`config.mk`:
```
export PLATFORM = sky130hd
export DESIGN_NAME = loadExtract_flat
export DESIGN_NICKNAME = d
export VERILOG_FILES = /design/src/rvLsu_pkg.sv /design/src/rvLsu_if.sv /design/src/loadExtract.sv /design/src/flat_wrapper.sv
export VERILOG_INCLUDE_DIRS = /design/src
export SDC_FILE = /design/constraint.sdc
export NUM_CORES = 1
export LEC_CHECK = 0
export ABC_CLOCK_PERIOD_IN_PS = 4800
export BUFFER_PORTS_ARGS = -buffer_cell sky130_fd_sc_hd__buf_2
export CAP_MARGIN = 20
export CORE_ASPECT_RATIO = 1.5
export CORE_MARGIN = 3
export CORE_UTILIZATION = 30
export CTS_BUF_LIST = sky130_fd_sc_hd__clkbuf_8
export DETAILED_ROUTE_END_ITERATION = 8
export SLEW_MARGIN = 20
export SYNTH_ARGS = -nofsm -noshare
export SYNTH_HDL_FRONTEND = slang
export SYNTH_SLANG_ARGS = --single-unit
```
`constraint.sdc`:
```
create_clock -name clk -period 4.8 [get_ports clk]
set_input_delay 0.24 -clock clk [delete_from_list [all_inputs] [get_ports clk]]
set_output_delay 0.24 -clock clk [all_outputs]
set_load 0.01 [all_outputs]
```
`src/rvLsu_defines.svh`:
```
// LSU build parameters.
// Sizing of the on-chip data memory, shared by RTL and testbench.

`ifndef RVLSU_DEFINES_SVH
`define RVLSU_DEFINES_SVH

// Number of 64-bit memory words is 2**LSU_MEM_DEPTH_LOG2.
`define LSU_MEM_DEPTH_LOG2 8

// Word index taken from address bits above the byte offset.
`define LSU_INDEX_W `LSU_MEM_DEPTH_LOG2

`endif

```
`src/rvLsu_pkg.sv`:
```
// LSU shared definitions.
// Memory-op encodings and the lane views of one 64-bit memory word.

`default_nettype none

package rvLsu_pkg;

    // Bit 2 selects zero extension, bits 1:0 give the access size.
    localparam logic [2:0] OP_LW  = 3'b000;
    localparam logic [2:0] OP_LB  = 3'b001;
    localparam logic [2:0] OP_LH  = 3'b010;
    localparam logic [2:0] OP_LD  = 3'b011;
    localparam logic [2:0] OP_LWU = 3'b100;
    localparam logic [2:0] OP_LBU = 3'b101;
    localparam logic [2:0] OP_LHU = 3'b110;

    // One memory word seen at each access width.
    typedef union packed {
        logic [7:0][7:0]  bytes;  // Lane 0 is the lowest address.
        logic [3:0][15:0] halves;
        logic [1:0][31:0] words;
        logic [63:0]      dword;
    } memWord_u;

endpackage

`default_nettype wire

```
`src/rvLsu_if.sv`:
```
// LSU internal interfaces.
// memReqIf runs from the aligner to the data memory, loadTagIf carries
// the per-request tag from the aligner to the load extractor.

`timescale 1ns/1ps
`default_nettype none
`include "rvLsu_defines.svh"


interface loadTagIf;
    logic       valid;
    logic       isLoad;
    logic [2:0] op;
    logic [2:0] offset;      // Byte offset within the word.
    logic       misaligned;

    modport master (output valid, isLoad, op, offset, misaligned);
    modport slave  (input  valid, isLoad, op, offset, misaligned);
endinterface

`default_nettype wire

```
`src/loadExtract.sv`:
```
// Load extraction.
// Delays the request tag to line up with the memory read, selects the
// addressed field, extends it to 64 bits and registers the response.

`timescale 1ns/1ps
`default_nettype none

module loadExtract (
    input  logic        clk,
    input  logic        arstN,
    loadTagIf.slave     tag,
    input  logic [63:0] readData,
    output logic        rspValid,
    output logic        rspLoad,
    output logic        rspMisaligned,
    output logic [63:0] rspData
);
    import rvLsu_pkg::*;

    logic        tagValid;
    logic        isLoad;
    logic [2:0]  op;
    logic [2:0]  offset;
    logic        misaligned;
    memWord_u    memWord;
    logic        signExt;
    logic [63:0] loadData;

    always_ff @(posedge clk or negedge arstN) begin
        if (!arstN) begin
            tagValid <= 1'b0;
            rspValid <= 1'b0;
        end else begin
            tagValid <= tag.valid;
            rspValid <= tagValid;
        end
    end

    always_ff @(posedge clk) begin
        isLoad        <= tag.isLoad;  // Aligned with readData.
        op            <= tag.op;
        offset        <= tag.offset;
        misaligned    <= tag.misaligned;
        rspLoad       <= isLoad;
        rspMisaligned <= misaligned;
        rspData       <= loadData;
    end

    assign memWord = readData;
    assign signExt = ~op[2];  // Unsigned ops zero-extend.

    always_comb begin
        case (op[1:0])
            OP_LB[1:0]: loadData = {{56{signExt & memWord.bytes[offset][7]}},
                                    memWord.bytes[offset]};
            OP_LH[1:0]: loadData = {{48{signExt & memWord.halves[offset[2:1]][15]}},
                                    memWord.halves[offset[2:1]]};
            OP_LW[1:0]: loadData = {{32{signExt & memWord.words[offset[2]][31]}},
                                    memWord.words[offset[2]]};
            default:    loadData = memWord.dword;  // Unsigned bit has no effect.
        endcase
        if (!isLoad || misaligned) begin
            loadData = '0;
        end
    end

endmodule

`default_nettype wire

```
`src/flat_wrapper.sv`:
```
// flat-port wrapper written by rule: the top's interface ports become plain ports
module loadExtract_flat import rvLsu_pkg::*;
  (clk, arstN, readData, rspValid, rspLoad, rspMisaligned, rspData, tag_valid, tag_isLoad, tag_op, tag_offset, tag_misaligned);
  loadTagIf tag_i ();
  input  logic clk;
  input  logic arstN;
  input  logic [63:0] readData;
  output logic rspValid;
  output logic rspLoad;
  output logic rspMisaligned;
  output logic [63:0] rspData;
  input wire logic [$bits(tag_i.valid)-1:0] tag_valid;
  input wire logic [$bits(tag_i.isLoad)-1:0] tag_isLoad;
  input wire logic [$bits(tag_i.op)-1:0] tag_op;
  input wire logic [$bits(tag_i.offset)-1:0] tag_offset;
  input wire logic [$bits(tag_i.misaligned)-1:0] tag_misaligned;
  assign tag_i.valid = tag_valid;
  assign tag_i.isLoad = tag_isLoad;
  assign tag_i.op = tag_op;
  assign tag_i.offset = tag_offset;
  assign tag_i.misaligned = tag_misaligned;
  loadExtract u_core (.clk(clk), .arstN(arstN), .tag(tag_i), .readData(readData), .rspValid(rspValid), .rspLoad(rspLoad), .rspMisaligned(rspMisaligned), .rspData(rspData));
endmodule
```
==> results.cfg <==
[run_status]
status = complete, no violations

[synthesis]
synth_compound_area_share_pct = 27.5
synthesis.instances = 399
avgSynthCellArea_um2 = 9.72
ys_seq_elements = 76
synth_edf_count = 0
synth.area.mux_share_pct = 16.0
yosys.area_share.xor_xnor_pct = 0
synthTopCellsByArea = dfxtp_1, a21oi_2, mux2_2
yosysWarnings = 0
yosys.area_share.simple_pct = 11.3
synthAdderAreaFrac_pct = 0
ys_seq_area_share_pct = 39.5
synth_commonest_cells = dfxtp_1, nand2_1, a21oi_2
synth_largest_area_cell = dfxtp_1
synth-async-reset-ratio_pct = 2.63
synth_ff_type = dfxtp_1
yosysMostFrequentCell = dfxtp_1
syn_nets = 474
yosysTopAreaCellShare_pct = 38.2
synth_top_family_by_area = compound AO/OA/AOI/OAI gates
synthDistinctLibCells = 44
syn-cell-area_um2 = 3880

[timing]
drv_slew = 0
period_needed_ns = 3.16
period_share_pct = 65.9
worst_slew_pin_slew_ns = 1.07
setup_violations = 0
worst_clock_skew_ns = 0.00820
whs_ns = 0.147
rsz0062_at_grt = false
fin_setup_tns_ns = 0
finalHoldViolCount = 0
max_slew_margin_pct = 28.2
clock.fmax_mhz = 316

[placement]
placed_cell_area_um2 = 4650
gp_congestion = 0.845
dp_hpwl_mm = 9.29
portBuffers = 141
dpl.cell_count = 666

[floorplanning]
die_h_um = 145
rows = 50
core_um2 = 12600
die_area_um2 = 14400
die_w_um = 98.8
start_util_pct = 30.8
ios = 142

[finish]
syn2layout_area_growth_pct = 27.6
finish.utilization_pct = 39.3
fin_cells = 694
final_nets = 606
fin_area_um2 = 4950
nFillCells = 1274
drive_above_1_share_pct = 45.1

[clock_network]
cts_buffers = 9
post_cts_buffers = 0
cts_resized = 0
numClockSinks = 76
clkSlewWorstSetupHoldPaths_ns = 0.08
cts_buffer_depth = 2
clk_latency_ns = 0.36
root_buffer = clkbuf_8
cts_tree = built
htree_num_levels = 3

[drt]
vias_per_cell = 5.01
dr.pass1.iters = 4
detail-route-antenna-nets = 0
vias = 3476
wl_per_cell_um = 17.8
routed_wl_mm = 12.3
drc = 0
drtIter0Drc = 235

[critical_path]
worst-endpoint-required_ns = 5.02
cp-start-kind = flop
crit_fanout = 24
critPathArrivalTime_ns = 3.38
end_kind = flop
worstSetupPathType = flop to flop

[global_routing]
grt_usage_pct = 16.8
grt-ovfl-total = 0
antenna_found_initial = 2
grt_max_degree = 49
grt_pass1_vias = 3518
grt_pass1_wl_mm = 18.9

[run]
drv_cap = 0

[worst_hold_path]
hold_path_class = input port to flop

[power]
ir_drop_v = 0.000105
powerDensity_nw_per_um2 = 297
p_leak_nw = 2.10
## kinds of logic after synthesis
kind of cell	count (synthesis)
AND/OR/NAND/NOR	89
AO/OA/AOI/OAI	140
multiplexers	49
flip-flops	76
buffers and inverters	45
## cell usage in the layout (no fill, tap or decap), drive strengths merged, types with 3 or more instances in the layout
cell / Yosys / layout
a21oi: 68 / 68
buf: 18 / 149
clkbuf: 20 / 10
clkinv: 0 / 3
dfxtp: 74 / 74
dlygate4sd3: 0 / 10
inv: 7 / 9
mux2: 25 / 25
mux2i: 17 / 17
mux4: 7 / 7
nand2: 45 / 45
nand2b: 7 / 7
nand3: 7 / 7
nor2: 20 / 20
o211ai: 16 / 16
o21ai: 26 / 26
o221ai: 8 / 8
o22ai: 15 / 15
## routing by layer
metal  track usage (%)  up-vias  wire length, µm
met5                 0        -                0
met4              12.4        0              742
met3              2.79       42              675
met2              26.8      127             5890
met1              19.8     1594             5020
li1                  -     1713                -
## per-stage QoR
stage          total power [mW]  setup slack [ns]
6_report                   1.47              1.64
5_1_grt                    1.54              1.44
4_1_cts                    1.48              1.63
3_5_place_dp              0.992              1.65
2_1_floorplan             0.885              2.98
3_3_place_gp              0.989              1.72
## worst max-delay path, stage by stage (launching register included)
cell     delay [ns]
dfxtp_1        0.83
buf_4          0.37
mux2_4         0.35
o22ai_4        0.21
nor4b_4        0.13
nor3_4         0.54
buf_4          0.45
a21oi_1        0.12
## power by group
group / internal (mW) / leakage (nW) / switching (mW)
Clock: 0.250 / 0.109 / 0.235
Combinational: 0.130 / 1.36 / 0.172
Sequential: 0.662 / 0.631 / 0.0200
Total: 1.04 / 2.10 / 0.427
## registers in the layout, indices dropped and copies added (netlist names)
| name | count |
|---|---|
| u_core.rspData | 64 |
| u_core.rspLoad | 1 |
| u_core.op | 3 |
| u_core.misaligned | 1 |
| u_core.offset | 3 |
| u_core.tagValid | 1 |
| u_core.rspMisaligned | 1 |
| u_core.isLoad | 1 |
| u_core.rspValid | 1 |
## what timing repair did
action                                  CTS  global route
endpoints found under the setup margin    0             0
hold buffers                             10             0
hold endpoints to repair                 11             0
## final timing paths
| path | cells past startpoint | startpoint | end | slack, ns |
|---|---|---|---|---|
| min in group asynchronous | 2 | arstN | u_core.rspValid$_DFF_PN0_ | 0.19 |
| min reg2reg | 0 | u_core.tagValid$_DFF_PN0_ | u_core.rspValid$_DFF_PN0_ | 0.37 |
| max in group asynchronous | 2 | arstN | u_core.tagValid$_DFF_PN0_ | 4.52 |
| max reg2reg | 7 | u_core.offset[1]$_DFF_P_ | u_core.rspData[54]$_SDFF_PP0_ | 1.64 |
| max | 7 | u_core.offset[1]$_DFF_P_ | u_core.rspData[54]$_SDFF_PP0_ | 1.64 |
| min | 3 | readData[34] | u_core.rspData[34]$_SDFF_PP0_ | 0.15 |
## final cells by class
type	instances	area, µm²	share of cell area [%]
inverters	7	26.3	0.531
clock buffers	10	138	2.78
diodes	2	5.00	0.101
clock inverters	6	56.3	1.14
repair buffers	159	866	17.5
well taps	156	195	3.95
flip-flops and latches	76	1530	31.0
multi-input cells	278	2130	43.0
No activity file was read; power rests on OpenSTA's default activity.
