File: src/rvLsu_defines.svh
// LSU build parameters.
// Sizing of the on-chip data memory, shared by RTL and testbench.

`ifndef RVLSU_DEFINES_SVH
`define RVLSU_DEFINES_SVH

// Number of 64-bit memory words is 2**LSU_MEM_DEPTH_LOG2.
`define LSU_MEM_DEPTH_LOG2 8

// Word index taken from address bits above the byte offset.
`define LSU_INDEX_W `LSU_MEM_DEPTH_LOG2

`endif

File: src/rvLsu_pkg.sv
// LSU shared definitions.
// Memory-op encodings and the lane views of one 64-bit memory word.

`default_nettype none

package rvLsu_pkg;

    // Bit 2 selects zero extension, bits 1:0 give the access size.
    localparam logic [2:0] OP_LW  = 3'b000;
    localparam logic [2:0] OP_LB  = 3'b001;
    localparam logic [2:0] OP_LH  = 3'b010;
    localparam logic [2:0] OP_LD  = 3'b011;
    localparam logic [2:0] OP_LWU = 3'b100;
    localparam logic [2:0] OP_LBU = 3'b101;
    localparam logic [2:0] OP_LHU = 3'b110;

    // One memory word seen at each access width.
    typedef union packed {
        logic [7:0][7:0]  bytes;  // Lane 0 is the lowest address.
        logic [3:0][15:0] halves;
        logic [1:0][31:0] words;
        logic [63:0]      dword;
    } memWord_u;

endpackage

`default_nettype wire

File: src/rvLsu_if.sv
// LSU internal interfaces.
// memReqIf runs from the aligner to the data memory, loadTagIf carries
// the per-request tag from the aligner to the load extractor.

`timescale 1ns/1ps
`default_nettype none
`include "rvLsu_defines.svh"

interface memReqIf;
    logic                    valid;  // Read enable.
    logic                    write;  // Already qualified by alignment.
    logic [`LSU_INDEX_W-1:0] index;
    logic [63:0]             wdata;
    logic [7:0]              wstrb;

    modport master (output valid, write, index, wdata, wstrb);
    modport slave  (input  valid, write, index, wdata, wstrb);
endinterface

interface loadTagIf;
    logic       valid;
    logic       isLoad;
    logic [2:0] op;
    logic [2:0] offset;      // Byte offset within the word.
    logic       misaligned;

    modport master (output valid, isLoad, op, offset, misaligned);
    modport slave  (input  valid, isLoad, op, offset, misaligned);
endinterface

`default_nettype wire

File: src/accessAlign.sv
// Request decode and alignment.
// Checks the address against the access size, places store data into its
// byte lanes with a matching strobe and forwards the load tag.

`timescale 1ns/1ps
`default_nettype none
`include "rvLsu_defines.svh"

module accessAlign (
    input  logic        reqValid,
    input  logic        reqWrite,
    input  logic [2:0]  reqOp,
    input  logic [63:0] reqAddr,
    input  logic [63:0] reqWdata,
    memReqIf.master     memReq,
    loadTagIf.master    tag
);
    import rvLsu_pkg::*;

    logic [2:0] offset;
    logic       misaligned;
    memWord_u   storeWord;
    logic [7:0] storeStrb;

    assign offset = reqAddr[2:0];

    always_comb begin
        case (reqOp[1:0])
            OP_LB[1:0]: misaligned = 1'b0;
            OP_LH[1:0]: misaligned = offset[0];
            OP_LW[1:0]: misaligned = |offset[1:0];
            default:    misaligned = |offset;  // Double.
        endcase
    end

    // Unused lanes stay zero, only strobed bytes reach memory.
    always_comb begin
        storeWord = '0;
        storeStrb = '0;
        case (reqOp[1:0])
            OP_LB[1:0]: begin
                storeWord.bytes[offset] = reqWdata[7:0];
                storeStrb = 8'b0000_0001 << offset;
            end
            OP_LH[1:0]: begin
                storeWord.halves[offset[2:1]] = reqWdata[15:0];
                storeStrb = 8'b0000_0011 << offset;
            end
            OP_LW[1:0]: begin
                storeWord.words[offset[2]] = reqWdata[31:0];
                storeStrb = 8'b0000_1111 << offset;
            end
            default: begin
                storeWord.dword = reqWdata;
                storeStrb = 8'b1111_1111;
            end
        endcase
    end

    assign memReq.valid = reqValid;
    assign memReq.write = reqValid & reqWrite & ~misaligned;  // Misaligned stores dropped.
    assign memReq.index = reqAddr[`LSU_MEM_DEPTH_LOG2+2:3];   // Upper bits wrap.
    assign memReq.wdata = storeWord.dword;
    assign memReq.wstrb = storeStrb;

    assign tag.valid      = reqValid;
    assign tag.isLoad     = ~reqWrite;
    assign tag.op         = reqOp;
    assign tag.offset     = offset;
    assign tag.misaligned = misaligned;

endmodule

`default_nettype wire

File: src/flat_wrapper.sv
// flat-port wrapper written by rule: the top's interface ports become plain ports
module accessAlign_flat import rvLsu_pkg::*;
  (reqValid, reqWrite, reqOp, reqAddr, reqWdata, memReq_valid, memReq_write, memReq_index, memReq_wdata, memReq_wstrb, tag_valid, tag_isLoad, tag_op, tag_offset, tag_misaligned);
  memReqIf memReq_i ();
  loadTagIf tag_i ();
  input  logic reqValid;
  input  logic reqWrite;
  input  logic [2:0] reqOp;
  input  logic [63:0] reqAddr;
  input  logic [63:0] reqWdata;
  output wire logic [$bits(memReq_i.valid)-1:0] memReq_valid;
  output wire logic [$bits(memReq_i.write)-1:0] memReq_write;
  output wire logic [$bits(memReq_i.index)-1:0] memReq_index;
  output wire logic [$bits(memReq_i.wdata)-1:0] memReq_wdata;
  output wire logic [$bits(memReq_i.wstrb)-1:0] memReq_wstrb;
  output wire logic [$bits(tag_i.valid)-1:0] tag_valid;
  output wire logic [$bits(tag_i.isLoad)-1:0] tag_isLoad;
  output wire logic [$bits(tag_i.op)-1:0] tag_op;
  output wire logic [$bits(tag_i.offset)-1:0] tag_offset;
  output wire logic [$bits(tag_i.misaligned)-1:0] tag_misaligned;
  assign memReq_valid = memReq_i.valid;
  assign memReq_write = memReq_i.write;
  assign memReq_index = memReq_i.index;
  assign memReq_wdata = memReq_i.wdata;
  assign memReq_wstrb = memReq_i.wstrb;
  assign tag_valid = tag_i.valid;
  assign tag_isLoad = tag_i.isLoad;
  assign tag_op = tag_i.op;
  assign tag_offset = tag_i.offset;
  assign tag_misaligned = tag_i.misaligned;
  accessAlign u_core (.reqValid(reqValid), .reqWrite(reqWrite), .reqOp(reqOp), .reqAddr(reqAddr), .reqWdata(reqWdata), .memReq(memReq_i), .tag(tag_i));
endmodule
File: config.mk
export PLATFORM = sky130hd
export DESIGN_NAME = accessAlign_flat
export DESIGN_NICKNAME = d
export VERILOG_FILES = /design/src/rvLsu_pkg.sv /design/src/rvLsu_if.sv /design/src/accessAlign.sv /design/src/flat_wrapper.sv
export VERILOG_INCLUDE_DIRS = /design/src
export SDC_FILE = /design/constraint.sdc
export NUM_CORES = 1
export LEC_CHECK = 0
export ABC_AREA = 0
export BUFFER_PORTS_ARGS = -buffer_cell sky130_fd_sc_hd__buf_2
export CAP_MARGIN = 20
export CORE_AREA = 2 2 86 88
export DETAILED_ROUTE_END_ITERATION = 8
export DIE_AREA = 0 0 88 90
export MAX_ROUTING_LAYER = met4
export PLACE_DENSITY_LB_ADDON = 0.2
export SYNTH_ARGS = -nofsm -noshare
export SYNTH_HDL_FRONTEND = slang
export SYNTH_SLANG_ARGS = --single-unit
File: constraint.sdc
create_clock -name vclk -period 3.7
set_clock_uncertainty 0.1 [all_clocks]
set_input_delay 1.11 -clock vclk [all_inputs]
set_output_delay 1.11 -clock vclk [all_outputs]
set_load 0.005 [all_outputs]
==> results of run 1 <==
## cell type report
| class | instances | area (sq um) |
|---|---|---|
| Fill cell | 777 | 4400 |
| Inverter | 5 | 18.8 |
| Multi-Input combinational cell | 219 | 1470 |
| Tap cell | 99 | 124 |
| Timing Repair Buffer | 177 | 1010 |
## cell families (layout without fill, tap and decap cells)
kind of cell    count (synthesis)  after routing  share of synthesized area
compound gates                122            122                      0.494
buf+inv                        63            182                      0.194
simple gates                   97             97                      0.311
## metrics by stage
step | instances | hold WS, ns | power (mW) | utilization
3_3_place_gp | 500 | 2.12 | 0.329 | 0.372
5_1_grt | 500 | 2.12 | 0.364 | 0.373
2_1_floorplan | 282 | 2.15 | 0.183 | -
6_report | 500 | 2.12 | 0.332 | 0.373
3_5_place_dp | 500 | 2.12 | 0.330 | 0.372
4_1_cts | 500 | 2.12 | 0.332 | 0.372
## layout by cell type (no fill, tap or decap), types with 2 or more instances in the layout
cell,netlist,routed
a21o_1,2,2
a21oi_1,21,21
a22o_1,8,8
a31oi_1,10,10
a32o_1,16,16
a32oi_1,22,22
and2_1,3,3
and2b_1,6,6
and3_1,17,16
and3b_1,3,3
buf_12,0,5
buf_2,17,153
buf_4,21,19
inv_1,5,5
nand2_1,11,11
nand2_2,2,2
nand2b_1,2,2
nand3_1,8,8
nor2_1,20,20
nor2b_1,16,15
o21ai_0,25,25
o21bai_1,2,2
o22ai_1,2,2
o2bb2ai_1,8,8
## critical path, stage by stage
cell,delay [ns]
buf_2,0.32
nor3b_2,0.51
a32oi_1,0.10
a21oi_1,0.21
buf_2,0.15
## path summary, 6_finish.rpt
| kind | startpoint | to |
|---|---|---|
| max | reqAddr[2] | memReq_wdata[56] |
| min | reqAddr[3] | memReq_index[0] |
## routing by layer
metal  vias up  wire, um  GRT usage
met5         -         0          -
met4         0       112     0.0333
met3         9       584     0.0147
met2       133      4200      0.343
met1      1263      3780      0.281
li1       1298         -          -
## power by group through the flow
stage	registers (mW)	logic [mW]	clock network (mW)
global route	0	0.364	0
detailed placement	0	0.330	0
floorplan	0	0.183	0
CTS	0	0.332	0
global placement	0	0.329	0
finish	0	0.332	0
==> flow_summary_export.csv, run 1 <==
group,metric,value,unit
status,status,"completed",
logic_synthesis,synth_area,0.00181,sq mm
logic_synthesis,ys_seq_area_frac,0,
clock_tree,postCtsHoldBufs,0,
worst_setup_path,arrival,2.40,ns
die,fp.dieW,88,um
sta,max_clock_freq,277,MHz
grt,gr-usage-all-layers,0.208,
grt,antenna_found_initial,0,
placement,dp_slack,0.101,ns
die,dieArea,0.00792,sq mm
finish,nFlopsAndLatches,0,
finish,final_area,0.00262,sq mm
sta,rsz0062_at_grt,"no",
min_path,hp-class,"in -> out",
drt,drc,0,
sta,period_minus_slack,3.61,ns
drt,viasPerCell,5.41,
drt,postRouteWirelength,8.67,mm
placement,numPortBuffers,153,
sta,maxSlewViolCount,0,
drt,num_vias,2703,
finish,clockBufferCount,0,
placement,placed_area,0.00261,sq mm
finish,num_antenna_cells,0,
drt,detail-route-antenna-nets,0,
logic_synthesis,syn_inst,282,
min_path,whs_path_depth,0,
logic_synthesis,synthTopCellsByCount,"o21ai_0 (25), a32oi_1 (22), a21oi_1 (21), buf_4 (21), nor2_1 (20)",
logic_synthesis,yosysWarningCount,0,
sta,worst_slew_pin_slew,0.488,ns
logic_synthesis,postSynthAreaPerCell,6.41,sq um
finish,nNetsFinal,536,
logic_synthesis,synth.most_common_cell,"o21ai_0",
flow_run,maxCapViolCount,0,
power,net-switching-power,0.175,mW
die,start_util,0.258,
worst_setup_path,path_max_fanout,21,
worst_setup_path,critPathCaptureType,"primary output",
sta,hold_viol_final,0,
power,seqPwrFrac,0,
clock_tree,postCtsSetupBuffers,0,
finish,drive_gt1_frac,0.474,
logic_synthesis,synth.distinct_cells,40,
grt,grt_pass1_vias,2491,
sta,finalSetupTns,0,ns
power,vdd_drop_max,0.0517,mV
power,pwr-share-clk,0,
logic_synthesis,ys_top_cells_by_area,"a32oi_1 (11%), a32o_1 (8.9%), buf_4 (8.7%)",
worst_setup_path,path_class,"in -> out",
worst_setup_path,critPathLaunchType,"primary input",
sta,setup_viol,0,
drt,initialDrtViolationCount,195,
die,ios,224,
grt,grt_overflow,0,
sta,fin_ws,0.0915,ns
power,power_density,127,mW/mm^2
logic_synthesis,synth_nets,415,
sta,fin_crit_sh,0.975,
worst_setup_path,worstPathRequired,2.49,ns
sta,slew_headroom,0.673,
power,intPower,0.157,mW
die,core_area,0.00702,sq mm
power,p_sw_frac,0.528,
clock_tree,cts_resized,0,
finish,area_growth,44.8,%
logic_synthesis,synth_top_cell_area_share,0.107,
power,power_frac_comb,1.000,
die,die_h,90,um
grt,grt_pass1_wl,13.1,mm
placement,gp_congestion,0.919,
placement,place_hpwl,6.57,mm
drt,detail_route.wl_per_cell,17.3,um
logic_synthesis,yosysTopAreaCell,"a32oi_1",
power,power.static_leakage,1.35,nW
drt,drt-pass1-iter-count,4,
die,rows,31,
grt,grt_start_max_net_pins,30,
finish,seqCellArea,0,sq um
Power figures use the tool's default switching activity.
==> run 2, diff against run 1 <==
--- a/config.mk
+++ b/config.mk
@@ -6,12 +6,11 @@
 export SDC_FILE = /design/constraint.sdc
 export NUM_CORES = 1
 export LEC_CHECK = 0
-export ABC_AREA = 0
+export ABC_AREA = 1
 export BUFFER_PORTS_ARGS = -buffer_cell sky130_fd_sc_hd__buf_2
 export CAP_MARGIN = 20
-export CORE_AREA = 2 2 86 88
+export CORE_UTILIZATION = 30
 export DETAILED_ROUTE_END_ITERATION = 8
-export DIE_AREA = 0 0 88 90
 export MAX_ROUTING_LAYER = met4
 export PLACE_DENSITY_LB_ADDON = 0.2
 export SYNTH_ARGS = -nofsm -noshare
==> run 2 against run 1 <==
Non-clock buffer count increased by 3. Flip-flop and latch count stayed put. Cell count increased by 53%. Worst hold slack unchanged. Synthesized area increased by 28%. Design area grew 19%. First-iteration DRC count increased by 46%. Core utilization rose by 5.1 points. Power grew 6.0%.
==> flow_summary_export.csv, run 2 <==
group,metric,value,unit
status,status,"completed",
finish,final_area,0.00313,sq mm
finish,n_fill_cell,877,
power,p_sw_frac,0.598,
grt,grt_pass1_vias,3238,
worst_setup_path,critPathLaunch,"reqOp[0]",
drt,drt-pass1-iter-count,5,
finish,nFlopsAndLatches,0,
die,start_util,0.315,
worst_setup_path,worstPathRequired,2.49,ns
sta,hold_viol_final,0,
sta,worst_slew_pin_slew,0.429,ns
min_path,hp-class,"in -> out",
sta,setup_viol,0,
sta,slew_headroom,0.714,
finish,drive_gt1_frac,0.291,
die,dieArea,0.00809,sq mm
finish,seqCellArea,0,sq um
min_path,holdPathEnd,"memReq_index[0]",
logic_synthesis,synth.most_common_cell,"nand2_1",
drt,num_vias,3850,
worst_setup_path,slowest_delay,0.30,ns
worst_setup_path,arrival,2.31,ns
placement,place_hpwl,7.79,mm
die,rows,31,
drt,detail-route-antenna-nets,0,
drt,viasPerCell,5.05,
sta,period_minus_slack,3.52,ns
sta,fin_crit_sh,0.950,
worst_setup_path,path_class,"in -> out",
drt,detail_route.wl_per_cell,13.2,um
logic_synthesis,yosysTopAreaCell,"nand2_1",
logic_synthesis,postSynthAreaPerCell,4.30,sq um
finish,nNetsFinal,799,
drt,initialDrtViolationCount,285,
logic_synthesis,synth.distinct_cells,13,
worst_setup_path,path_max_fanout,16,
grt,grt_pass1_wl,15.8,mm
die,core_area,0.00737,sq mm
power,pwr-share-clk,0,
min_path,hp-start,"reqAddr[3]",
power,power_frac_comb,1.000,
placement,placed_area,0.00313,sq mm
min_path,whs_path_depth,0,
power,intPower,0.141,mW
sta,finalSetupTns,0,ns
placement,dp.cells,763,
placement,gp_congestion,0.916,
worst_setup_path,crit_slowest_cell,"nor2_1",
sta,max_clock_freq,284,MHz
power,net-switching-power,0.210,mW
finish,multi_input_area,0.00194,sq mm
power,power.static_leakage,1.82,nW
placement,dp_slack,0.204,ns
power,seqPwrFrac,0,
logic_synthesis,synth_area,0.00232,sq mm
worst_setup_path,worst-path-buf-inv,4,
die,ios,224,
placement,numPortBuffers,153,
grt,grt_start_max_net_pins,43,
logic_synthesis,synth_nets,673,
logic_synthesis,synthTopCellsByCount,"nand2_1 (199), nor2_1 (135), nand3_1 (109)",
sta,maxSlewViolCount,0,
worst_setup_path,path_cells,"buf_2 -> inv_1 -> nor2_1 -> buf_4 -> nand3_1 -> nand3_1 -> buf_2",
finish,layout_common_cells,"nand2_1 (199), buf_2 (153), nor2_1 (135), nand3_1 (109), buf_4 (25)",
finish,final_util,0.424,
grt,grt_overflow,0,
logic_synthesis,ys_top_cells_by_area,"nand2_1 (32%), nand3_1 (24%), nor2_1 (22%)",
logic_synthesis,ys_seq_area_frac,0,
drt,postRouteWirelength,10.1,mm
finish,clockBufferCount,0,
logic_synthesis,syn_inst,540,
die,die_h,90.0,um
finish,area_growth,34.7,%
finish,final_common_cell,"nand2_1",
clock_tree,cts_resized,0,
finish,fin_cells,763,
sta,fin_ws,0.184,ns
drt,drc,0,
sta,rsz0062_at_grt,"no",
grt,gr-usage-all-layers,0.240,
grt,antenna_found_initial,0,
worst_setup_path,critPathCaptureType,"primary output",
finish,num_antenna_cells,0,
power,power_density,112,mW/mm^2
power,vdd_drop_max,0.0364,mV
flow_run,maxCapViolCount,0,
clock_tree,postCtsSetupBuffers,0,
logic_synthesis,yosysWarningCount,0,
clock_tree,postCtsHoldBufs,0,
die,fp.dieW,90.0,um
worst_setup_path,crit_family,"buffers and inverters",
logic_synthesis,synth_top_cell_area_share,0.322,
worst_setup_path,critPathLaunchType,"primary input",
-- run 2: cell count changes after synthesis, moves of 16 or more --
cell     change
nor2_1     +115
nand3_1    +101
nor2b_1     -16
a32o_1      -16
and3_1      -17
a32oi_1     -22
nand2_1    +188
a21oi_1     -21
-- run 2: how the worst max path moves through the flow --
stage                                  end  cells after the start
after global placement     memReq_wdata[2]                      7
final                      memReq_wdata[1]                      7
after global routing      memReq_wdata[19]                      7
after CTS                  memReq_wdata[5]                      7
after detailed placement   memReq_wdata[5]                      7
after floorplan           memReq_wdata[23]                      7
-- run 2: metrics by stage --
step / hold WS (ns) / power, mW
finish: 2.12 / 0.352
global route: 2.12 / 0.390
CTS: 2.12 / 0.351
detailed placement: 2.12 / 0.350
global placement: 2.12 / 0.347
floorplan: 2.15 / 0.198
-- run 2: area by class of cell --
class / instances / area share
multi-input cells: 466 / 0.621
repair buffers: 180 / 0.318
well taps: 99 / 0.0396
inverters: 18 / 0.0216
-- run 2: cell families after synthesis --
| logic type | synth area share |
|---|---|
| AOI/OAI and AO/OA | 0.0302 |
| buffers and inverters | 0.164 |
| and+or+nand+nor | 0.806 |
-- run 2: power by group through the flow --
stage               Clock (mW)  Sequential [mW]  Combinational [mW]
finish                       0                0               0.352
global route                 0                0               0.390
CTS                          0                0               0.351
detailed placement           0                0               0.350
global placement             0                0               0.347
floorplan                    0                0               0.198
-- run 2: layer usage --
metal / part of all wire / track usage
met3: 0.080 / 0.0152
met5: 0 / -
met2: 0.47 / 0.401
met4: 0.019 / 0.0511
met1: 0.43 / 0.319
